--- src/gfx_vga_config.svh ---
`ifndef GFX_VGA_CONFIG_SVH
`define GFX_VGA_CONFIG_SVH

// Coordinate and mode field widths
`define GFX_H_WIDTH 10
`define GFX_V_WIDTH 10

// RGB 4:4:4 pixel word
`define GFX_PIXEL_WIDTH 12
`define GFX_COLOR_WIDTH 4

// Row-major framebuffer geometry
`define FB_COLS 32
`define FB_ROWS 16

// Total words in the framebuffer
`define FB_DEPTH (`FB_COLS * `FB_ROWS)

// Enough to cover FB_COLS x FB_ROWS
`define FB_ADDR_WIDTH 9

`endif

--- src/gfx_pkg.sv ---
`include "gfx_vga_config.svh"

package gfx_pkg;

  typedef struct packed {
    logic [`GFX_H_WIDTH-1:0]     x;
    logic [`GFX_V_WIDTH-1:0]     y;
    logic [`GFX_PIXEL_WIDTH-1:0] pixel;
  } gfx_pixel_t;

  // Visible is a size while line_end and frame_end are total minus one
  typedef struct packed {
    logic [`GFX_H_WIDTH-1:0] h_visible;
    logic [`GFX_H_WIDTH-1:0] h_sync_start;
    logic [`GFX_H_WIDTH-1:0] h_sync_end;
    logic [`GFX_H_WIDTH-1:0] h_line_end;
    logic [`GFX_V_WIDTH-1:0] v_visible;
    logic [`GFX_V_WIDTH-1:0] v_sync_start;
    logic [`GFX_V_WIDTH-1:0] v_sync_end;
    logic [`GFX_V_WIDTH-1:0] v_frame_end;
  } vga_mode_t;

  typedef struct packed {
    logic                        en;
    logic [`FB_ADDR_WIDTH-1:0]   addr;
    logic [`GFX_PIXEL_WIDTH-1:0] data;
  } fb_wr_t;

  typedef struct packed {
    logic [`GFX_H_WIDTH-1:0] x;
    logic [`GFX_V_WIDTH-1:0] y;
    logic                    visible;
    logic                    hsync;
    logic                    vsync;
  } scan_pos_t;

  typedef struct packed {
    logic [`GFX_COLOR_WIDTH-1:0] red;
    logic [`GFX_COLOR_WIDTH-1:0] grn;
    logic [`GFX_COLOR_WIDTH-1:0] blu;
    logic                        hsync;
    logic                        vsync;
  } vga_out_t;

  typedef enum logic [1:0] {
    FB_IDLE,
    FB_CLEAR,
    FB_RUN
  } fb_state_e;

endpackage

--- src/fb_scanout.sv ---
`include "gfx_vga_config.svh"

module fb_scanout
  import gfx_pkg::*;
(
  input  logic                        clk,
  input  logic                        rst_n,
  input  scan_pos_t                   pos,
  output logic [`FB_ADDR_WIDTH-1:0]   rd_addr,
  input  logic [`GFX_PIXEL_WIDTH-1:0] rd_data,
  output vga_out_t                    vga
);

  localparam int CW = `GFX_COLOR_WIDTH;

  logic visible_d;
  logic hsync_d;
  logic vsync_d;

  assign rd_addr = `FB_ADDR_WIDTH'(pos.y * `FB_COLS + pos.x);

  // Matches the one-cycle RAM read
  always_ff @(posedge clk) begin
    if (!rst_n) begin
      visible_d <= 1'b0;
      hsync_d   <= 1'b1;
      vsync_d   <= 1'b1;
    end else begin
      visible_d <= pos.visible;
      hsync_d   <= pos.hsync;
      vsync_d   <= pos.vsync;
    end
  end

  always_ff @(posedge clk) begin
    if (!rst_n) begin
      vga.red   <= '0;
      vga.grn   <= '0;
      vga.blu   <= '0;
      vga.hsync <= 1'b1;
      vga.vsync <= 1'b1;
    end else begin
      vga.hsync <= hsync_d;
      vga.vsync <= vsync_d;
      if (visible_d) begin
        vga.red <= rd_data[3*CW-1 -: CW];
        vga.grn <= rd_data[2*CW-1 -: CW];
        vga.blu <= rd_data[CW-1:0];
      end else begin
        // Blanking
        vga.red <= '0;
        vga.grn <= '0;
        vga.blu <= '0;
      end
    end
  end

endmodule

--- config.mk ---
export PLATFORM = sky130hd
export DESIGN_NAME = fb_scanout
export DESIGN_NICKNAME = d
export VERILOG_FILES = /design/src/gfx_pkg.sv /design/src/fb_scanout.sv
export VERILOG_INCLUDE_DIRS = /design/src /design/src/src
export SDC_FILE = /design/constraint.sdc
export NUM_CORES = 1
export LEC_CHECK = 0
export CAP_MARGIN = 20
export CORE_MARGIN = 4
export CORE_UTILIZATION = 30
export CTS_CLUSTER_DIAMETER = 60
export DETAILED_ROUTE_END_ITERATION = 12
export DONT_BUFFER_PORTS = 1
export GPL_ROUTABILITY_DRIVEN = 0
export HOLD_SLACK_MARGIN = 0.03
export PLACE_DENSITY = 0.48
export SLEW_MARGIN = 20
export SYNTH_ARGS = -nofsm -noshare
export SYNTH_HDL_FRONTEND = slang
export SYNTH_SLANG_ARGS = --single-unit
--- constraint.sdc ---
create_clock -name clk -period 1.3 [get_ports clk]
set_input_delay 0.065 -clock clk [delete_from_list [all_inputs] [get_ports clk]]
set_output_delay 0.065 -clock clk [all_outputs]
set_load 0.1 [all_outputs]
==> metrics.md <==
| Metric | Value |
|---|---|
| Status | `finished clean` |
| CP peak stage delay | `270 ps` |
| CP Capture Type | `output port` |
| Worst Hold Launch | `pos[13]` |
| Max Freq | `866 MHz` |
| DP Area | `801 µm²` |
| Top Ports | `60` |
| Worst r2r dst | `vga[7]` |
| Unrepaired setup endpoints after global routing | `no` |
| Slew Viols, Final | `0` |
| Initial DRT Pass Iterations | `2` |
| Max-Cap Viols | `0` |
| Synth area leaders | `dfxtp_1 (57%), and3_1 (13%), buf_4 (7.5%)` |
| Root Driver | `clkbuf_4` |
| Largest net degree at the start of global routing | `18` |
| Top-count cell post-synth | `dfxtp_1` |
| Skew-Pair Late Insertion Delay | `280 ps` |
| Die Wd | `52.7 µm` |
| ANT cells | `0` |
| Ratio of final minimum period to clock period | `0.888` |
| Final Skew | `3.96 ps` |
| Top cell type's share of synthesized area | `0.568` |
| Core area | `1800 µm²` |
| CTS H-Tree Depth | `1` |
| Worst setup SP type | `input pin` |
| Via count | `440` |
| Ys Warns | `0` |
| GRT Overall Usage | `0.0952` |
| Port Buf Inserts | `0` |
| Worst Reg-to-Reg Cells | `1` |
| Max VDD drop | `0.000475 V` |
| Post-DP HPWL | `977 µm` |
| Syn Inst Count | `50` |
| Critical path peak fanout | `2` |
| Row cnt | `15` |
| Initial core utilization | `0.333` |
| Least-Margin Pin Slew | `439 ps` |
| Min-Delay Endpoint | `rd_addr[0]` |
| R2r setup slk | `560 ps` |
| Setup violations, final | `0` |
| Congestion Overflow GR | `0` |
| Post-synth cell types | `13` |
| Share of flip-flops with an asynchronous set or reset | `0` |
| Hold crit path type | `input pin to output port` |
| Final setup TNS | `0 ps` |
| Post-layout util | `0.548` |
| Routed len/inst | `12.0 µm` |
| Top cells by count, synth | `dfxtp_1 (17), and3_1 (12), buf_4 (6)` |
| Slowest cell on the critical path | `ha_1` |
| Inserted Clock Buffers | `3` |
| Post-DRT Antenna Nets | `0` |
| Critical path class | `input pin to output port` |
| Die Ht | `52.7 µm` |
| Area growth, synth to finish | `64.7%` |
| Critical path data arrival time | `1090 ps` |
| Post-synthesis net count | `91` |
| Ratio of cells with drive above 1 in the final layout | `0.317` |
| Max transition margin | `0.706` |
| Top_reg_cell synth | `dfxtp_1` |
| DRC viols | `0` |
| Setup Fix Bufs, Post-CTS | `0` |
| Synth area leader | `dfxtp_1` |
| Final instance area | `987 µm²` |
| Part of the Yosys area used for sequential elements | `0.568` |
| Reg-to-Reg Start | `visible_d` |
| WL final | `1.28 mm` |
| First-pass GRT wire length | `1.88 mm` |
| Vias in the first global route | `444` |
| Crit-path cells | `ha_1 > a21o_1 > a21oi_2 > xnor2_4 > buf_12` |
| Vias per cell | `4.11` |
| Die area | `2780 µm²` |
| Flops & latches, synth | `17` |
| Fin. Hold Viols | `0` |
| Synth Area per Inst | `12.0 µm²` |
| Sink Count | `17` |
| Post-synth EDFFs | `0` |
| Worst path required time | `1240 ps` |
| Clk buf depth | `2` |
| Hold Path Stages | `0` |
| Min cycle time layout | `1150 ps` |
| Mapped Area | `599 µm²` |
| Nets@finish | `124` |
| Initial antenna violation count | `0` |
| DR iter-0 viols | `4` |
| CTS tree | `built` |
| Leak Pwr | `0.477 nW` |
| Pwr dens | `1290 nW/µm²` |
[logic make-up (layout without fill, tap and decap cells)]
group           count (synthesis)  in the layout  share of synthesized area
buf+inv                         7             39                     0.0835
flops                          17             17                      0.568
simple gates                   17             17                      0.182
fa+ha+maj                       4              4                     0.0960
compound gates                  2              2                     0.0271
xor+xnor                        3              3                     0.0438
[worst max path at each step]
| stage | start | to | slack (ps) | cells after the start |
|---|---|---|---|---|
| 3_5_place_dp | pos[4] | rd_addr[8] | 140 | 5 |
| 3_3_place_gp | pos[4] | rd_addr[8] | 140 | 5 |
| 6_report | pos[4] | rd_addr[8] | 150 | 5 |
| 5_1_grt | pos[4] | rd_addr[8] | 120 | 5 |
| 2_1_floorplan | pos[3] | rd_addr[7] | -2 | 3 |
| 4_1_cts | pos[4] | rd_addr[8] | 130 | 5 |
[stage by stage]
| step | worst slack [ps] | hold slack (ps) | cells | power, mW |
|---|---|---|---|---|
| after floorplan | -1.70 | 138 | 50 | 0.955 |
| after global placement | 141 | 131 | 87 | 0.985 |
| after detailed placement | 138 | 131 | 87 | 0.987 |
| after CTS | 133 | 131 | 107 | 1.29 |
| after global routing | 117 | 130 | 107 | 1.32 |
| final | 146 | 130 | 107 | 1.28 |
[flip-flops by register name (all words and copies together), names as in the netlist]
name / flops
visible_d: 1
vsync_d: 1
hsync_d: 1
vga: 14
[cells in the final DEF, fill, tap and decap left out]
cell type      count
a21o_1             1
a21oi_2            1
and2_1             1
and3_1            12
buf_12             3
buf_4             16
clkbuf_1           1
clkbuf_4           3
dfxtp_1           17
dlygate4sd3_1     16
fa_2               1
ha_1               3
nand2b_1           2
or2b_1             2
xnor2_4            1
xor2_1             1
xor2_4             1
[critical path: cells and delay by family]
kind                     cells  cell delay (ps)
buffers and inverters        1              190
AO/OA/AOI/OAI                2              410
adder cells (fa/ha/maj)      1              270
XOR/XNOR                     1              160
[repair_timing]
| item | CTS | global route |
|---|---|---|
| gates resized for setup | 0 | 0 |
| hold endpoints to repair | 17 | 0 |
| endpoints found under the setup margin | 0 | 0 |
| hold buffers | 16 | 0 |
[where the power goes]
part | internal [mW] | switching [mW] | total [mW]
logic | 0.165 | 0.304 | 0.469
registers | 0.538 | 0.00721 | 0.545
clock network | 0.119 | 0.142 | 0.261
total | 0.822 | 0.454 | 1.28
[cell type report]
class                      instances  area, µm²
multi-input combinational         26        249
fill                             163        815
clock buffer                       4       26.3
sequential                        17        340
timing repair buffer              35        340
tap                               25       31.3
[layer usage]
metal / part of all wire / track usage / vias to the layer above
met4: 0.019 / 0.0766 / 0
li1: - / - / 222
met1: 0.33 / 0.0862 / 189
met5: 0 / 0 / -
met2: 0.53 / 0.174 / 27
met3: 0.13 / 0.0256 / 2
Power figures use the tool's default switching activity.
