**src/gfx_vga_config.svh**
```systemverilog
`ifndef GFX_VGA_CONFIG_SVH
`define GFX_VGA_CONFIG_SVH

// Coordinate and mode field widths
`define GFX_H_WIDTH 10
`define GFX_V_WIDTH 10

// RGB 4:4:4 pixel word
`define GFX_PIXEL_WIDTH 12
`define GFX_COLOR_WIDTH 4

// Row-major framebuffer geometry
`define FB_COLS 32
`define FB_ROWS 16

// Total words in the framebuffer
`define FB_DEPTH (`FB_COLS * `FB_ROWS)

// Enough to cover FB_COLS x FB_ROWS
`define FB_ADDR_WIDTH 9

`endif

```
**src/gfx_pkg.sv**
```systemverilog
`include "gfx_vga_config.svh"

package gfx_pkg;

  typedef struct packed {
    logic [`GFX_H_WIDTH-1:0]     x;
    logic [`GFX_V_WIDTH-1:0]     y;
    logic [`GFX_PIXEL_WIDTH-1:0] pixel;
  } gfx_pixel_t;

  // Visible is a size while line_end and frame_end are total minus one
  typedef struct packed {
    logic [`GFX_H_WIDTH-1:0] h_visible;
    logic [`GFX_H_WIDTH-1:0] h_sync_start;
    logic [`GFX_H_WIDTH-1:0] h_sync_end;
    logic [`GFX_H_WIDTH-1:0] h_line_end;
    logic [`GFX_V_WIDTH-1:0] v_visible;
    logic [`GFX_V_WIDTH-1:0] v_sync_start;
    logic [`GFX_V_WIDTH-1:0] v_sync_end;
    logic [`GFX_V_WIDTH-1:0] v_frame_end;
  } vga_mode_t;

  typedef struct packed {
    logic                        en;
    logic [`FB_ADDR_WIDTH-1:0]   addr;
    logic [`GFX_PIXEL_WIDTH-1:0] data;
  } fb_wr_t;

  typedef struct packed {
    logic [`GFX_H_WIDTH-1:0] x;
    logic [`GFX_V_WIDTH-1:0] y;
    logic                    visible;
    logic                    hsync;
    logic                    vsync;
  } scan_pos_t;

  typedef struct packed {
    logic [`GFX_COLOR_WIDTH-1:0] red;
    logic [`GFX_COLOR_WIDTH-1:0] grn;
    logic [`GFX_COLOR_WIDTH-1:0] blu;
    logic                        hsync;
    logic                        vsync;
  } vga_out_t;

  typedef enum logic [1:0] {
    FB_IDLE,
    FB_CLEAR,
    FB_RUN
  } fb_state_e;

endpackage

```
**src/fb_ctrl.sv**
```systemverilog
`include "gfx_vga_config.svh"

module fb_ctrl
  import gfx_pkg::*;
(
  input  logic   clk,
  input  logic   rst_n,
  input  logic   fb_start,
  input  fb_wr_t client_wr,
  input  logic   oob_drop,
  output logic   run,
  output fb_wr_t ram_wr,
  output logic   error
);

  localparam logic [`FB_ADDR_WIDTH:0] FB_SIZE = (`FB_ADDR_WIDTH + 1)'(`FB_DEPTH);

  fb_state_e               state;
  logic [`FB_ADDR_WIDTH:0] clr_cnt;
  logic                    clr_last;

  assign clr_last = (clr_cnt == FB_SIZE - 1'b1);

  // A start pulse restarts the clear from any state
  always_ff @(posedge clk) begin
    if (!rst_n) begin
      state   <= FB_IDLE;
      run     <= 1'b0;
      clr_cnt <= '0;
    end else if (fb_start) begin
      state   <= FB_CLEAR;
      run     <= 1'b0;
      clr_cnt <= '0;
    end else if (state == FB_CLEAR) begin
      clr_cnt <= clr_cnt + 1'b1;
      if (clr_last) begin
        state <= FB_RUN;
        run   <= 1'b1;
      end
    end
  end

  // Clear writes own the RAM port until scan-out starts
  always_comb begin
    case (state)
      FB_CLEAR: begin
        ram_wr.en   = 1'b1;
        ram_wr.addr = clr_cnt[`FB_ADDR_WIDTH-1:0];
        ram_wr.data = '0;
      end
      FB_RUN: begin
        ram_wr = client_wr;
      end
      default: begin
        ram_wr    = client_wr;
        ram_wr.en = 1'b0;
      end
    endcase
  end

  // Sticky until the next start
  always_ff @(posedge clk) begin
    if (!rst_n) begin
      error <= 1'b0;
    end else if (fb_start) begin
      error <= 1'b0;
    end else if (oob_drop) begin
      error <= 1'b1;
    end
  end

  a_no_clear_in_run: assert property (
    @(posedge clk) disable iff (!rst_n)
    !(state == FB_CLEAR && run)
  );

  a_clr_cnt_range: assert property (
    @(posedge clk) disable iff (!rst_n)
    clr_cnt <= FB_SIZE
  );

endmodule

```
**config.mk**
```make
export PLATFORM = sky130hd
export DESIGN_NAME = fb_ctrl
export DESIGN_NICKNAME = d
export VERILOG_FILES = /design/src/gfx_pkg.sv /design/src/fb_ctrl.sv
export VERILOG_INCLUDE_DIRS = /design/src /design/src/src
export SDC_FILE = /design/constraint.sdc
export NUM_CORES = 1
export LEC_CHECK = 0
export ABC_AREA = 1
export CAP_MARGIN = 5
export CELL_PAD_IN_SITES_DETAIL_PLACEMENT = 1
export CELL_PAD_IN_SITES_GLOBAL_PLACEMENT = 1
export CORE_ASPECT_RATIO = 0.75
export CORE_MARGIN = 4
export CORE_UTILIZATION = 31
export DETAILED_ROUTE_END_ITERATION = 16
export DONT_BUFFER_PORTS = 1
export PLACE_DENSITY_LB_ADDON = 0.1
export SLEW_MARGIN = 15
export SYNTH_ARGS = -nofsm -noshare
export SYNTH_HDL_FRONTEND = slang
export SYNTH_SLANG_ARGS = --single-unit
```
**constraint.sdc**
```tcl
create_clock -name clk -period 1.4 [get_ports clk]
set_input_delay 0.28 -clock clk [delete_from_list [all_inputs] [get_ports clk]]
set_output_delay 0.28 -clock clk [all_outputs]
set_load 0.02 [all_outputs]
```
==> results of run 1 <==
==> placed cells by master (no fill, tap or decap), drive strengths merged <==
master    netlist  routed
o21a            1       1
o21ai          19      19
inv            32      31
buf             2      19
nor2           23      23
nand2          21      21
dfxtp          13      13
nand3           1       1
clkbuf          3       4
nor3            2       2
ha              3       3
a21oi           9       9
o31ai           5       5
clkinvlp        0       1
a31oi           1       1
nand4           3       3
==> what timing repair did <==
action | CTS | global route
setup buffers | 1 | 2
setup endpoints to repair | 22 | 28
pin swaps | 5 | 9
resized for setup | 15 | 29
==> worst paths after layout <==
| path | to | startpoint | cells after the start | slack [ns] |
|---|---|---|---|---|
| max | ram_wr[19] | state[1] | 5 | -0.30 |
| min | error | oob_drop | 2 | 0.17 |
| max reg2reg | state[0] | state[1] | 8 | -0.05 |
| min reg2reg | clr_cnt[1] | clr_cnt[1] | 2 | 0.52 |
==> Yosys cell counts, drive strengths merged <==
library cell	instances
dfxtp	13
a21oi	9
ha	3
buf	2
nor3	2
inv	32
nand4	3
nand2	21
clkbuf	3
o21a	1
o21ai	19
o31ai	5
nor2	23
a31oi	1
nand3	1
==> metal layers <==
layer  vias up  routed length, um  track usage
li1        470                  -            -
met1       443               1500        0.186
met2        34               1690        0.268
met3         4                198       0.0440
met4         0                 20       0.0478
met5         -                  0            0
==> power groups by stage <==
| stage | logic (uW) | clock network [uW] | registers [uW] |
|---|---|---|---|
| floorplan | 218 | 0 | 387 |
| global placement | 258 | 0 | 387 |
| detailed placement | 263 | 0 | 388 |
| CTS | 286 | 352 | 380 |
| global route | 348 | 371 | 380 |
| finish | 331 | 335 | 380 |
==> through the flow <==
step	hold slack [ns]	area (um2)	cells	setup WS, ns	TNS, ns
finish	0.172	1510	192	-0.298	-5.37
global route	0.167	1510	192	-0.340	-6.78
CTS	0.161	1350	190	-0.286	-5.40
detailed placement	0.423	1230	185	-0.106	-0.982
global placement	0.416	1230	185	-0.0686	-0.385
floorplan	0.409	1120	138	-0.154	-0.909
==> state kept, by name (all words and copies together) (netlist names) <==
signal	flops
clr_cnt	10
error	1
state	2
==> kinds of logic (layout without fill, tap and decap cells) <==
kind of cell               after synthesis  in the layout  share of synthesized area
buffers and inverters                   37             55                      0.162
DFF                                     13             13                      0.292
AOI/OAI and AO/OA                       35             35                      0.219
adders and majority gates                3              3                     0.0421
and+or+nand+nor                         50             50                      0.285
==> area by class of cell <==
cell class,instances,share of cell area
multi-input cells,88,0.527
flip-flops and latches,13,0.177
repair buffers,19,0.152
inverters,32,0.0836
clock buffers,4,0.0298
well taps,36,0.0298
==> results.toml, run 1 <==
[layout]
drive_above_1_share = 0.474
fill_cells = 298
antennaDiodeCount = 0
final_util = 0.563
multi_input_area_um2 = 797
nets = 186
regArea_um2 = 268
area_growth_pct = 69.7

[pwr]
swShare = 0.328
power_uw = 1050
p_clk_frac = 0.320
peakVddDrop_uv = 553
p_int_uw = 703
comb_power_share = 0.317
p_switching_uw = 343
seqPwrFrac = 0.363
p_leak_uw = 0.000662
powerDensity_mw_per_mm2 = 692

[drt]
routed-via-count = 951
avgRoutedWirePerCell_um = 17.8
firstDrtPassIters = 4
drc = 0
wl_mm = 3.41
dr.first_iter.drc_count = 43
vias_per_cell = 4.95
ant_nets = 0

[synth]
ys_seq_elements = 13
netlist_area_um2 = 891
yosysSeqAreaShare = 0.292
avgSynthCellArea_um2 = 6.46
ys_top_cells_by_area = "dfxtp_1 29%, inv_1 13%, nor2_1 8.0%"
synth.top_cell.area_share = 0.292
synth_cells = 138
synth_area_leader_cell = "dfxtp_1"
yosys_warnings = 0
ys_types = 25
synth_nets = 167

[place]
dp_hpwl_mm = 2.29
portBuffers = 0
routabilityCongestion = 0.739

[sta]
clock.fmax_mhz = 589
fin_ws_ns = -0.298
setup_viol = 23
slew_viol_final = 0
rsz0062_at_grt = "yes"
finalHoldViolCount = 0
relSlewSlack = 0.786
min_period_ns = 1.70
finalCritPeriodShare = 1.21
tightestPinTransition_ns = 0.321
skew_ns = 0.00255

[worst_hold_path]
hp-class = "input port to flop"

[floorplan]
initial_core_util = 0.332
std_cell_rows = 16
die_area_mm2 = 0.00380
fp.dieH_um = 54.4
die_w_um = 69.9
io_pins = 50
core_mm2 = 0.00268

[critical_path]
max_stage_delay_ns = 0.37
endpoint_kind = "primary output"
crit_path_max_fanout = 19
cp.required_ns = 1.12
crit_arrival_ns = 1.42
cp_cell_sequence = "inv_4 > ha_4 > buf_12 > o21ai_2 > o31ai_4"
cp_slowest_cell = "dfxtp_4"
path_class = "flop to primary output"
startpoint_type = "flop"
critPathBufInv = 2
cp_top_family = "flip-flops"

[clock_tree]
clk_pin_slew_ns = 0.06
cts.sinks = 13
cts_buffers = 3
postCtsHoldBufs = 0
cts-root-buf = "clkbuf_8"
cts_buffer_depth = 2
htree_levels = 1
cts_tree = "built"
clock_insertion_delay_worst_skew_ns = 0.24

[global_routing]
antenna_found_initial = 0
track_usage = 0.153
first_global_vias = 917
grt_max_degree = 20
grt_overflow = 0
grt_pass1_wl_mm = 4.51

[status]
violations = "negative setup slack"
status = "finished, violations left"

[run]
cap_violations = 0
Power figures use the tool's default switching activity.
==> run 2: changes to the inputs <==
--- a/config.mk
+++ b/config.mk
@@ -9,3 +9,2 @@
 export ABC_AREA = 1
-export CAP_MARGIN = 5
 export CELL_PAD_IN_SITES_DETAIL_PLACEMENT = 1
==> constraint.sdc (replaced) <==
create_clock -name clk -period 1.4 [get_ports clk]
set_input_delay 0.14 -clock clk [delete_from_list [all_inputs] [get_ports clk]]
set_output_delay 0.14 -clock clk [all_outputs]
set_load 0.02 [all_outputs]
==> results.toml, run 2 (synthesized netlist as in run 1, its figures left out) <==
[drt]
firstDrtPassIters = 2
vias_per_cell = 4.90
wl_mm = 3.16
routed-via-count = 994
ant_nets = 0
dr.first_iter.drc_count = 20
avgRoutedWirePerCell_um = 15.6
drc = 0

[floorplan]
die_area_mm2 = 0.00380
initial_core_util = 0.332
fp.dieH_um = 54.4
std_cell_rows = 16
core_mm2 = 0.00268
die_w_um = 69.9
io_pins = 50

[layout]
drive_above_1_share = 0.395
largestRegisters = "clr_cnt (10), state (2), error (1)"
area_growth_pct = 61.2
final_common_cell = "inv_1"
final_util = 0.535
nets = 197
final_cell_mix = "29 x inv_1, 22 x buf_4, 18 x nor2_1"
antennaDiodeCount = 0
fill_cells = 324
largest_reg_flops = 10
fin_area_mm2 = 0.00144
regMostFlops = "clr_cnt"

[global_routing]
busiest_layer = "met2"
antenna_found_initial = 0
grt_pass1_wl_mm = 4.77
grt_overflow = 0
grt_max_degree = 13
globalRouteMet2Util = 0.298
met1_usage = 0.190
track_usage = 0.162
met3_usage = 0.0587
first_global_vias = 1000

[critical_path]
crit_arrival_ns = 1.46
critPathCapture = "ram_wr[18]"
cp.required_ns = 1.26
path_class = "flop to primary output"
endpoint_kind = "primary output"
regToRegSetupSlack_ns = 0.10
cp_cell_sequence = "inv_4 > ha_4 > buf_6 > buf_6 > o31ai_4"
max_stage_delay_ns = 0.36
cp_slowest_cell = "dfxtp_4"
r2r_cells = 8
crit_start = "state[1]"
crit_path_max_fanout = 6
r2r_start = "state[1]"
rr_endpoint = "state[0]"
worst_path_most_repeated_cell = "buf_6"
startpoint_type = "flop"

[status]
status = "finished, violations left"
violations = "negative setup slack"

[sta]
skew_ns = 0.000381
rsz0062_at_grt = "yes"
setup_tns_ns = -3.33
slew_viol_final = 0
fin_ws_ns = -0.202
clock.fmax_mhz = 624
setup_viol = 22
finalHoldViolCount = 0
min_period_ns = 1.60
finalCritPeriodShare = 1.14
tightestPinTransition_ns = 0.363
relSlewSlack = 0.758

[run]
cap_violations = 0

[pwr]
powerDensity_mw_per_mm2 = 718
p_leak_uw = 0.000690
peakVddDrop_uv = 628
power_uw = 1030

[place]
placed_cell_area_mm2 = 0.00118
dp_hpwl_mm = 2.23
routabilityCongestion = 0.757
portBuffers = 0

[clock_tree]
cts_tree = "built"
htree_levels = 1
cts-root-buf = "clkbuf_8"
cts_buffer_depth = 2
cts.sinks = 13
cts_buffers = 3
postCtsHoldBufs = 0
clk_pin_slew_ns = 0.05
clock_insertion_delay_worst_skew_ns = 0.24

[worst_hold_path]
hp-class = "input port to flop"
-- run 2: worst min path at each step --
stage | startpoint | endpoint | slack [ns] | depth (start not counted)
after floorplan | oob_drop | error | 0.27 | 2
after global placement | oob_drop | error | 0.28 | 2
after detailed placement | fb_start | state[0] | 0.29 | 2
after CTS | fb_start | state[0] | 0.03 | 2
after global routing | fb_start | state[0] | 0.04 | 2
final | fb_start | state[0] | 0.04 | 2
-- run 2: worst max-delay path, delay by kind of cell, from the launching register on --
family / cells / cell delay (ns)
DFF: 1 / 0.36
AOI/OAI and AO/OA: 1 / 0.33
buffers and inverters: 3 / 0.30
adders and majority gates: 1 / 0.23
-- run 2: final cells by class --
cell class / count / area [um2] / area share
clock buffer: 4 / 45.0 / 0.0314
inverter: 32 / 126 / 0.0880
multi-input combinational: 88 / 678 / 0.472
sequential: 13 / 265 / 0.185
tap: 36 / 45.0 / 0.0314
timing repair buffer: 30 / 277 / 0.193
-- run 2: report_power, final --
part	switching (uW)	internal (uW)	total (uW)	leakage, uW
registers	6.71	374	381	0.000106
clock network	131	201	332	0.0000228
logic	183	136	319	0.000561
total	321	711	1030	0.000690
-- run 2: repair_timing --
action / in CTS / in global routing
setup buffers: 7 / 2
gates resized for setup: 14 / 19
cloned: 0 / 0
pin swaps: 4 / 10
endpoints found under the setup margin: 22 / 25
-- run 2: metrics by stage --
stage | std cells | hold WS (ns) | setup slack [ns]
floorplan | 138 | 0.269 | -0.0138
global placement | 190 | 0.275 | 0.0414
detailed placement | 190 | 0.291 | -0.0518
CTS | 201 | 0.0270 | -0.252
global route | 203 | 0.0448 | -0.250
finish | 203 | 0.0356 | -0.202
-- run 2: metal layers --
layer / up-vias / wire length, um
li1: 493 / -
met1: 460 / 1340
met2: 39 / 1590
met3: 2 / 196
met4: 0 / 27
met5: - / 0
