**config.mk**
```make
export PLATFORM = sky130hd
export DESIGN_NAME = vga_timing
export DESIGN_NICKNAME = d
export VERILOG_FILES = /design/src/gfx_pkg.sv /design/src/vga_timing.sv
export VERILOG_INCLUDE_DIRS = /design/src /design/src/src
export SDC_FILE = /design/constraint.sdc
export NUM_CORES = 1
export LEC_CHECK = 0
export ABC_AREA = 1
export BUFFER_PORTS_ARGS = -buffer_cell sky130_fd_sc_hd__buf_2
export CAP_MARGIN = 15
export CORE_MARGIN = 2
export CORE_UTILIZATION = 35
export CTS_CLUSTER_DIAMETER = 100
export DETAILED_ROUTE_END_ITERATION = 7
export SETUP_SLACK_MARGIN = 0.15
export SLEW_MARGIN = 20
export SYNTH_ARGS = -nofsm -noshare
export SYNTH_HDL_FRONTEND = slang
export SYNTH_SLANG_ARGS = --single-unit
```
**constraint.sdc**
```tcl
create_clock -name clk -period 1.6 [get_ports clk]
set_clock_uncertainty 0.1 [all_clocks]
set_input_delay 0.4 -clock clk [delete_from_list [all_inputs] [get_ports clk]]
set_output_delay 0.4 -clock clk [all_outputs]
set_load 0.05 [all_outputs]
```
**src/gfx_vga_config.svh**
```systemverilog
`ifndef GFX_VGA_CONFIG_SVH
`define GFX_VGA_CONFIG_SVH

// Coordinate and mode field widths
`define GFX_H_WIDTH 10
`define GFX_V_WIDTH 10

// RGB 4:4:4 pixel word
`define GFX_PIXEL_WIDTH 12
`define GFX_COLOR_WIDTH 4

// Row-major framebuffer geometry
`define FB_COLS 32
`define FB_ROWS 16

// Total words in the framebuffer
`define FB_DEPTH (`FB_COLS * `FB_ROWS)

// Enough to cover FB_COLS x FB_ROWS
`define FB_ADDR_WIDTH 9

`endif

```
**src/gfx_pkg.sv**
```systemverilog
`include "gfx_vga_config.svh"

package gfx_pkg;

  typedef struct packed {
    logic [`GFX_H_WIDTH-1:0]     x;
    logic [`GFX_V_WIDTH-1:0]     y;
    logic [`GFX_PIXEL_WIDTH-1:0] pixel;
  } gfx_pixel_t;

  // Visible is a size while line_end and frame_end are total minus one
  typedef struct packed {
    logic [`GFX_H_WIDTH-1:0] h_visible;
    logic [`GFX_H_WIDTH-1:0] h_sync_start;
    logic [`GFX_H_WIDTH-1:0] h_sync_end;
    logic [`GFX_H_WIDTH-1:0] h_line_end;
    logic [`GFX_V_WIDTH-1:0] v_visible;
    logic [`GFX_V_WIDTH-1:0] v_sync_start;
    logic [`GFX_V_WIDTH-1:0] v_sync_end;
    logic [`GFX_V_WIDTH-1:0] v_frame_end;
  } vga_mode_t;

  typedef struct packed {
    logic                        en;
    logic [`FB_ADDR_WIDTH-1:0]   addr;
    logic [`GFX_PIXEL_WIDTH-1:0] data;
  } fb_wr_t;

  typedef struct packed {
    logic [`GFX_H_WIDTH-1:0] x;
    logic [`GFX_V_WIDTH-1:0] y;
    logic                    visible;
    logic                    hsync;
    logic                    vsync;
  } scan_pos_t;

  typedef struct packed {
    logic [`GFX_COLOR_WIDTH-1:0] red;
    logic [`GFX_COLOR_WIDTH-1:0] grn;
    logic [`GFX_COLOR_WIDTH-1:0] blu;
    logic                        hsync;
    logic                        vsync;
  } vga_out_t;

  typedef enum logic [1:0] {
    FB_IDLE,
    FB_CLEAR,
    FB_RUN
  } fb_state_e;

endpackage

```
**src/vga_timing.sv**
```systemverilog
`include "gfx_vga_config.svh"

module vga_timing
  import gfx_pkg::*;
(
  input  logic      clk,
  input  logic      rst_n,
  input  logic      run,
  input  vga_mode_t mode,
  output scan_pos_t pos
);

  logic [`GFX_H_WIDTH-1:0] x;
  logic [`GFX_V_WIDTH-1:0] y;
  logic                    in_hsync;
  logic                    in_vsync;
  logic                    line_wrap;
  logic                    frame_wrap;

  assign line_wrap  = (x == mode.h_line_end);
  assign frame_wrap = (y == mode.v_frame_end);

  // Held at the origin until scan-out starts
  always_ff @(posedge clk) begin
    if (!rst_n) begin
      x <= '0;
      y <= '0;
    end else if (!run) begin
      x <= '0;
      y <= '0;
    end else if (line_wrap) begin
      x <= '0;
      if (frame_wrap) begin
        y <= '0;
      end else begin
        y <= y + 1'b1;
      end
    end else begin
      x <= x + 1'b1;
    end
  end

  // Sync window is start inclusive, end exclusive
  assign in_hsync = (x >= mode.h_sync_start) && (x < mode.h_sync_end);
  assign in_vsync = (y >= mode.v_sync_start) && (y < mode.v_sync_end);

  assign pos.x       = x;
  assign pos.y       = y;
  assign pos.visible = run && (x < mode.h_visible) && (y < mode.v_visible);

  // Syncs are active low and stay inactive while stopped
  assign pos.hsync = !(run && in_hsync);
  assign pos.vsync = !(run && in_vsync);

  // Visible area must map onto the framebuffer
  a_mode_fits: assert property (
    @(posedge clk) disable iff (!rst_n)
    run |-> (mode.h_visible <= `GFX_H_WIDTH'(`FB_COLS)) &&
            (mode.v_visible <= `GFX_V_WIDTH'(`FB_ROWS))
  );

endmodule

```
==> flow_summary_export.csv, run 1 <==
group,metric,value,unit
run_status,violations,"setup timing",
timing,finalWorstPathRequiredPeriod,2.22,ns
yosys,synth_async_sr_flop_share,0,
yosys,yosys_most_used_dff,"sky130_fd_sc_hd__dfxtp_1",
drt,drt_first_iter_violations,76,
floorplanning,die_height,94.4,um
yosys,synthTopCellsByCount,"sky130_fd_sc_hd__nand2_1, sky130_fd_sc_hd__inv_1, sky130_fd_sc_hd__ha_1",
timing,max-slew-margin-rel,0.804,
min_path,hold_start,"y[8]",
drt,drt.antenna.violating_nets,0,
power_and_ir_drop,power.leakage,2.51,nW
setup_path,worstReg2RegStart,"x[5]",
yosys,synth.distinct_cells,29,
yosys,netlist.top_cell.by_area,"sky130_fd_sc_hd__ha_1",
yosys,postSynthRegisterBits,20,
clock_tree,clock_latency,0.27,ns
drt,drt-total-wl,8.63,mm
power_and_ir_drop,combinationalPowerShare,0.358,
timing,whs,0.419,ns
run_status,outcome,"finished, violations left",
timing,post-route-worst-setup-slack,-0.620,ns
setup_path,cp_slowest_cell,"sky130_fd_sc_hd__dfxtp_4",
clock_tree,clockRootBuffer,"sky130_fd_sc_hd__clkbuf_8",
floorplanning,initial_util,0.367,
final_layout,seqCellArea,473,sq um
drt,wl_met3,301,um
power_and_ir_drop,p_sw,0.427,mW
yosys,synth_seq_area_share,0.140,
floorplanning,design.die.area,8920,sq um
min_path,timing.hold.worst_path_depth,2,
setup_path,timing.critical_path.fanout_max,3,
setup_path,timing_worst_setup_path_type,"reg2out",
floorplanning,placeableCoreArea,7810,sq um
clock_tree,cts-buffers-inserted,3,
setup_path,r2r_end,"y[8]",
final_layout,ant_diodes,0,
floorplanning,die_x,94.4,um
yosys,synth_enable_flop_cells,0,
final_layout,final_layout_size_suffix_gt1_frac,0.451,
setup_path,cp-start-kind,"flop",
setup_path,r2r_cells,14,
timing,timing.final.max_slew_violations,0,
yosys,ys.warnings.count,0,
drt,wl_met2,4.12,mm
final_layout,multi_input_combinational_cell_area,2580,sq um
yosys,synth_fp_nets,594,
clock_tree,post_cts_hold_buffer_count,0,
clock_tree,cts.sinks,20,
global_routing,grt_pass1_wl,13.7,mm
timing,worst-slew-pin-transition,0.293,ns
power_and_ir_drop,p_total,1.30,mW
clock_tree,clock_tree_from_tritoncts,"yes",
drt,post_drt_wl_per_cell,12.1,um
global_routing,antenna_found_initial,0,
setup_path,worst_ep_arrival_time,1.72,ns
timing,grt_setup_unrepaired,"yes",
drt,m1WireLength,4.11,mm
setup_path,cp.required,1.10,ns
setup_path,critPathCaptureType,"primary output",
global_routing,grt_start_max_net_pins,12,
power_and_ir_drop,share_clk_of_total_power,0.279,
final_layout,post_layout_nonfiller_instances,712,
timing,fin_crit_sh,1.39,
final_layout,final_nets,752,
drt,drc_errors,0,
yosys,synthesis.area_per_instance,6.32,sq um
power_and_ir_drop,power.share.switching,0.329,
yosys,synthTopCellsByArea,"sky130_fd_sc_hd__ha_1, sky130_fd_sc_hd__nand2_1, sky130_fd_sc_hd__dfxtp_1",
power_and_ir_drop,power_density,275,nW/um^2
setup_path,path_cells,"ha_4 -> nand2_2 -> inv_2 -> nand3_2 -> a21oi_4 -> nor2_4 -> o21ai_2 -> nand3_4 -> buf_8",
drt,first_pass_iters,4,
clock_tree,htreeDepth,1,
global_routing,grt_overflow,0,
clock_tree,clk_pin_slew,0.09,ns
global_routing,groute.usage.overall,0.189,
place,portBuffers,105,
min_path,worst_hold_path.endpoint,"y[8]",
floorplanning,top_level_ports,106,
final_layout,nFillCells,723,
power_and_ir_drop,cellInternalPower,0.871,mW
place,dp.final_hpwl,6.77,mm
yosys,synth.most_common_cell,"sky130_fd_sc_hd__nand2_1",
setup_path,crit_path_max_incr_delay,0.38,ns
place,placed_cells_incl_taps,693,
yosys,synth.cell_area,2860,sq um
timing,report.final.setup_viol,23,
power_and_ir_drop,vdd.ir_drop.worst,0.243,mV
drt,detail_route.vias_per_cell,4.59,
place,dpl_worst_slack,-0.737,ns
setup_path,ff2ff_setup_slack,-0.26,ns
yosys,synth_top_area_frac,0.254,
min_path,min_path_type,"reg2reg",
flow_run,drv_cap,0,
place,finalWeightedCongestion,0.833,
timing,timing.final.hold_violations,0,
power_and_ir_drop,p_seq_frac,0.363,
floorplanning,core.rowCount,32,
clock_tree,cts-root-to-sink-buffers,2,
timing,clock.fmax,0.450,GHz
yosys,syn-instance-count,453,
final_layout,areaGrowthSynthToFinish,65.0,%
drt,dr.max_layer_used,"met4",
drt,via_count,3266,
global_routing,grt_pass1_vias,3080,
timing,totalNegativeSetupSlack,-6.63,ns
==> through the flow <==
stage	area, sq um	utilization
2_1_floorplan	3160	-
3_3_place_gp	4070	0.522
6_report	4720	0.605
5_1_grt	4720	0.605
3_5_place_dp	4070	0.522
4_1_cts	4530	0.581
==> registers in the layout (all words and copies together), names as in the netlist <==
| signal | cells |
|---|---|
| x | 10 |
| y | 10 |
==> repair_timing <==
action                                  CTS  global route
pin swaps                                34            15
endpoints found under the setup margin   34            32
resized for setup                        77            35
cloned                                    1             0
setup buffers                            10             4
==> worst max-delay path by stage <==
stage | start | endpoint | slack (ns) | cells past startpoint
floorplan | y[9] | pos[2] | -0.33 | 6
global placement | mode[71] | pos[2] | -0.71 | 9
detailed placement | mode[63] | pos[1] | -0.74 | 11
CTS | x[5] | pos[1] | -0.64 | 9
global route | x[5] | pos[1] | -0.71 | 8
finish | x[5] | pos[1] | -0.62 | 9
==> metal layers <==
layer,vias to the layer above,global-route usage
met2,61,0.329
met3,8,0.0144
met1,1446,0.256
met4,0,0.0386
met5,-,0
li1,1751,-
==> power groups by stage <==
stage	clock network (mW)	logic, mW	registers [mW]
after floorplan	0	0.207	0.495
after global placement	0	0.376	0.483
after detailed placement	0	0.388	0.483
after CTS	0.353	0.448	0.471
after global routing	0.383	0.519	0.471
final	0.362	0.465	0.471
==> critical path: cells and delay by family, from the launching register on <==
family                     cells  cell delay, ns
adders and majority gates      1            0.27
AOI/OAI and AO/OA              2            0.32
buffers and inverters          2            0.20
and+or+nand+nor                4            0.28
DFF                            1            0.38
==> placed cells by master, fill, tap and decap left out, types with 4 or more instances in the layout <==
| master | n |
|---|---|
| sky130_fd_sc_hd__inv_1 | 95 |
| sky130_fd_sc_hd__nand2_1 | 93 |
| sky130_fd_sc_hd__buf_2 | 88 |
| sky130_fd_sc_hd__buf_4 | 40 |
| sky130_fd_sc_hd__ha_1 | 34 |
| sky130_fd_sc_hd__nor2_1 | 32 |
| sky130_fd_sc_hd__ha_4 | 24 |
| sky130_fd_sc_hd__dfxtp_4 | 19 |
| sky130_fd_sc_hd__nand2_2 | 18 |
| sky130_fd_sc_hd__a21oi_1 | 17 |
| sky130_fd_sc_hd__nand3_1 | 16 |
| sky130_fd_sc_hd__buf_6 | 13 |
| sky130_fd_sc_hd__nand4_1 | 12 |
| sky130_fd_sc_hd__inv_2 | 11 |
| sky130_fd_sc_hd__nor2_4 | 9 |
| sky130_fd_sc_hd__buf_8 | 9 |
| sky130_fd_sc_hd__xor2_1 | 8 |
| sky130_fd_sc_hd__a21oi_2 | 7 |
| sky130_fd_sc_hd__o21ai_1 | 5 |
| sky130_fd_sc_hd__nand3_2 | 5 |
| sky130_fd_sc_hd__xnor2_1 | 5 |
| sky130_fd_sc_hd__nor3_1 | 5 |
| sky130_fd_sc_hd__nor2_2 | 4 |
==> cells by family after synthesis <==
family / share of synthesized area
and+or+nand+nor: 0.326
buffers and inverters: 0.146
adders and majority gates: 0.254
AOI/OAI and AO/OA: 0.0940
DFF: 0.140
xor gates and xnor gates: 0.0398
==> layout make-up <==
class / count / share of cell area
well taps: 102 / 0.0270
clock buffers: 4 / 0.00954
inverters: 107 / 0.0861
flip-flops and latches: 20 / 0.100
repair buffers: 155 / 0.231
multi-input cells: 324 / 0.546
Note: power is estimated with default switching activity, not from simulation.
==> inputs of run 2 (changes only) <==
Settings changed: CAP_MARGIN 15 to unset, CORE_UTILIZATION 35 to 46, PLACE_DENSITY set to 0.78.
==> flow_summary_export.csv, run 2 (same netlist as run 1, synthesis figures left out) <==
group,metric,value,unit
run_status,outcome,"finished, violations left",
run_status,violations,"setup timing",
setup_path,worst_ep_arrival_time,1.87,ns
place,finalWeightedCongestion,0.880,
power_and_ir_drop,power_density,311,nW/um^2
setup_path,cp-start-kind,"flop",
power_and_ir_drop,p_sw,0.437,mW
power_and_ir_drop,vdd.ir_drop.worst,0.492,mV
global_routing,grt_overflow,0,
floorplanning,initial_util,0.480,
setup_path,timing.critical_path.fanout_max,3,
floorplanning,top_level_ports,106,
clock_tree,htreeDepth,1,
timing,timing.final.hold_violations,0,
final_layout,final_nets,746,
min_path,min_path_type,"reg2reg",
setup_path,timing_worst_setup_path_type,"reg2out",
timing,report.final.setup_viol,23,
timing,timing.final.max_slew_violations,0,
final_layout,nFillCells,414,
clock_tree,clock_tree_from_tritoncts,"yes",
final_layout,final_cell_mix,"sky130_fd_sc_hd__nand2_1, sky130_fd_sc_hd__inv_1, sky130_fd_sc_hd__buf_2",
floorplanning,design.die.area,6870,sq um
drt,first_pass_iters,4,
final_layout,reg.largest.list,"x x10, y x10",
timing,clock.fmax,0.421,GHz
global_routing,grt_pass1_wl,14.1,mm
timing,worst-slew-pin-transition,0.264,ns
floorplanning,placeableCoreArea,5960,sq um
power_and_ir_drop,power.share.switching,0.301,
drt,drt_first_iter_violations,175,
drt,drc_errors,0,
clock_tree,clockRootBuffer,"sky130_fd_sc_hd__clkbuf_8",
drt,drt.antenna.violating_nets,0,
floorplanning,core.rowCount,28,
setup_path,ff2ff_setup_slack,-0.15,ns
clock_tree,cts.sinks,20,
final_layout,post-route-util,0.785,
clock_tree,cts-buffers-inserted,3,
flow_run,drv_cap,0,
global_routing,groute.usage.overall,0.245,
place,portBuffers,105,
clock_tree,clk_pin_slew,0.08,ns
drt,drt-total-wl,9.26,mm
place,dp.final_hpwl,6.47,mm
timing,grt_setup_unrepaired,"yes",
setup_path,cp_slowest_cell,"sky130_fd_sc_hd__dfxtp_4",
setup_path,cp.required,1.10,ns
power_and_ir_drop,share_clk_of_total_power,0.360,
power_and_ir_drop,p_seq_frac,0.324,
timing,finalWorstPathRequiredPeriod,2.37,ns
final_layout,layout_commonest_cell,"sky130_fd_sc_hd__nand2_1",
global_routing,grt_start_max_net_pins,13,
floorplanning,die_x,82.9,um
timing,post-route-worst-setup-slack,-0.773,ns
clock_tree,cts-root-to-sink-buffers,2,
final_layout,areaGrowthSynthToFinish,63.4,%
drt,post_drt_wl_per_cell,13.6,um
setup_path,path_cells,"ha_1 -> nand2_1 -> nor2_1 -> o21ai_0 -> buf_4 -> a21oi_2 -> nor2_4 -> buf_8",
clock_tree,post_cts_hold_buffer_count,0,
setup_path,path_delay_family,"flip-flops",
power_and_ir_drop,combinationalPowerShare,0.315,
global_routing,grt_pass1_vias,3274,
clock_tree,clock_latency,0.27,ns
floorplanning,die_height,82.9,um
drt,detail_route.vias_per_cell,5.04,
power_and_ir_drop,p_total,1.45,mW
setup_path,critPathCaptureType,"primary output",
setup_path,crit_path_max_incr_delay,0.37,ns
power_and_ir_drop,cellInternalPower,1.02,mW
setup_path,timing.critical_path.buf_inv,2,
timing,max-slew-margin-rel,0.823,
timing,fin_crit_sh,1.48,
final_layout,final_layout_size_suffix_gt1_frac,0.437,
power_and_ir_drop,power.leakage,2.50,nW
global_routing,antenna_found_initial,1,
drt,via_count,3426,
-- run 2: cell count changes in the layout (fill, tap and decap cells not counted), sizes merged --
cell    delta
nor2       +1
bufinv     +1
diode      +1
clkbuf     -3
buf        -5
-- run 2: path summary, 6_finish.rpt --
path	startpoint	end	cells after the start
hold reg to reg	y[8]	y[8]	2
setup / recovery	x[5]	pos[2]	8
hold / removal	y[8]	y[8]	2
setup reg to reg	x[1]	y[1]	11
-- run 2: power by group through the flow --
stage                     clock network [mW]  registers, mW  logic [mW]
after floorplan                            0          0.495       0.207
after global placement                     0          0.483       0.371
after detailed placement                   0          0.483       0.389
after CTS                              0.528          0.471       0.422
after global routing                   0.554          0.472       0.508
final                                  0.523          0.471       0.458
-- run 2: worst reg2reg max path, delay by kind of cell, from the launching register on --
kind | cells | cell delay (ns)
buffers and inverters | 4 | 0.50
flip-flops | 1 | 0.35
AND/OR/NAND/NOR | 7 | 0.75
-- run 2: layer usage --
metal,wire (um),track usage,vias up
met5,0,0,-
met4,227,0.0566,0
met3,450,0.0437,26
met2,4760,0.457,107
met1,3810,0.288,1561
li1,-,-,1732
-- run 2: area by class of cell --
| class | count | area [sq um] | share of cell area |
|---|---|---|---|
| diodes | 1 | 2.50 | 0.000535 |
| clock buffers | 3 | 41.3 | 0.00883 |
| clock inverters | 1 | 30.0 | 0.00642 |
| inverters | 107 | 404 | 0.0865 |
| multi-input cells | 325 | 2540 | 0.543 |
| flip-flops and latches | 20 | 473 | 0.101 |
| well taps | 75 | 93.8 | 0.0201 |
| repair buffers | 148 | 1090 | 0.234 |
-- run 2: stage by stage --
stage | instances | hold slack, ns | TNS (ns) | setup WS (ns) | cell area, sq um
final | 680 | 0.391 | -3.98 | -0.773 | 4670
after global routing | 680 | 0.397 | -5.72 | -0.815 | 4670
after CTS | 672 | 0.382 | -3.95 | -0.631 | 4430
after detailed placement | 663 | 0.397 | -2.08 | -0.663 | 4020
after global placement | 663 | 0.392 | -1.95 | -0.657 | 4020
after floorplan | 453 | 0.439 | -0.903 | -0.328 | 3160
-- run 2: timing repair --
| item | in CTS | in global routing |
|---|---|---|
| gates cloned | 0 | 1 |
| pin swaps | 32 | 20 |
| setup endpoints to repair | 40 | 38 |
| resized for setup | 78 | 45 |
| setup buffers | 5 | 6 |
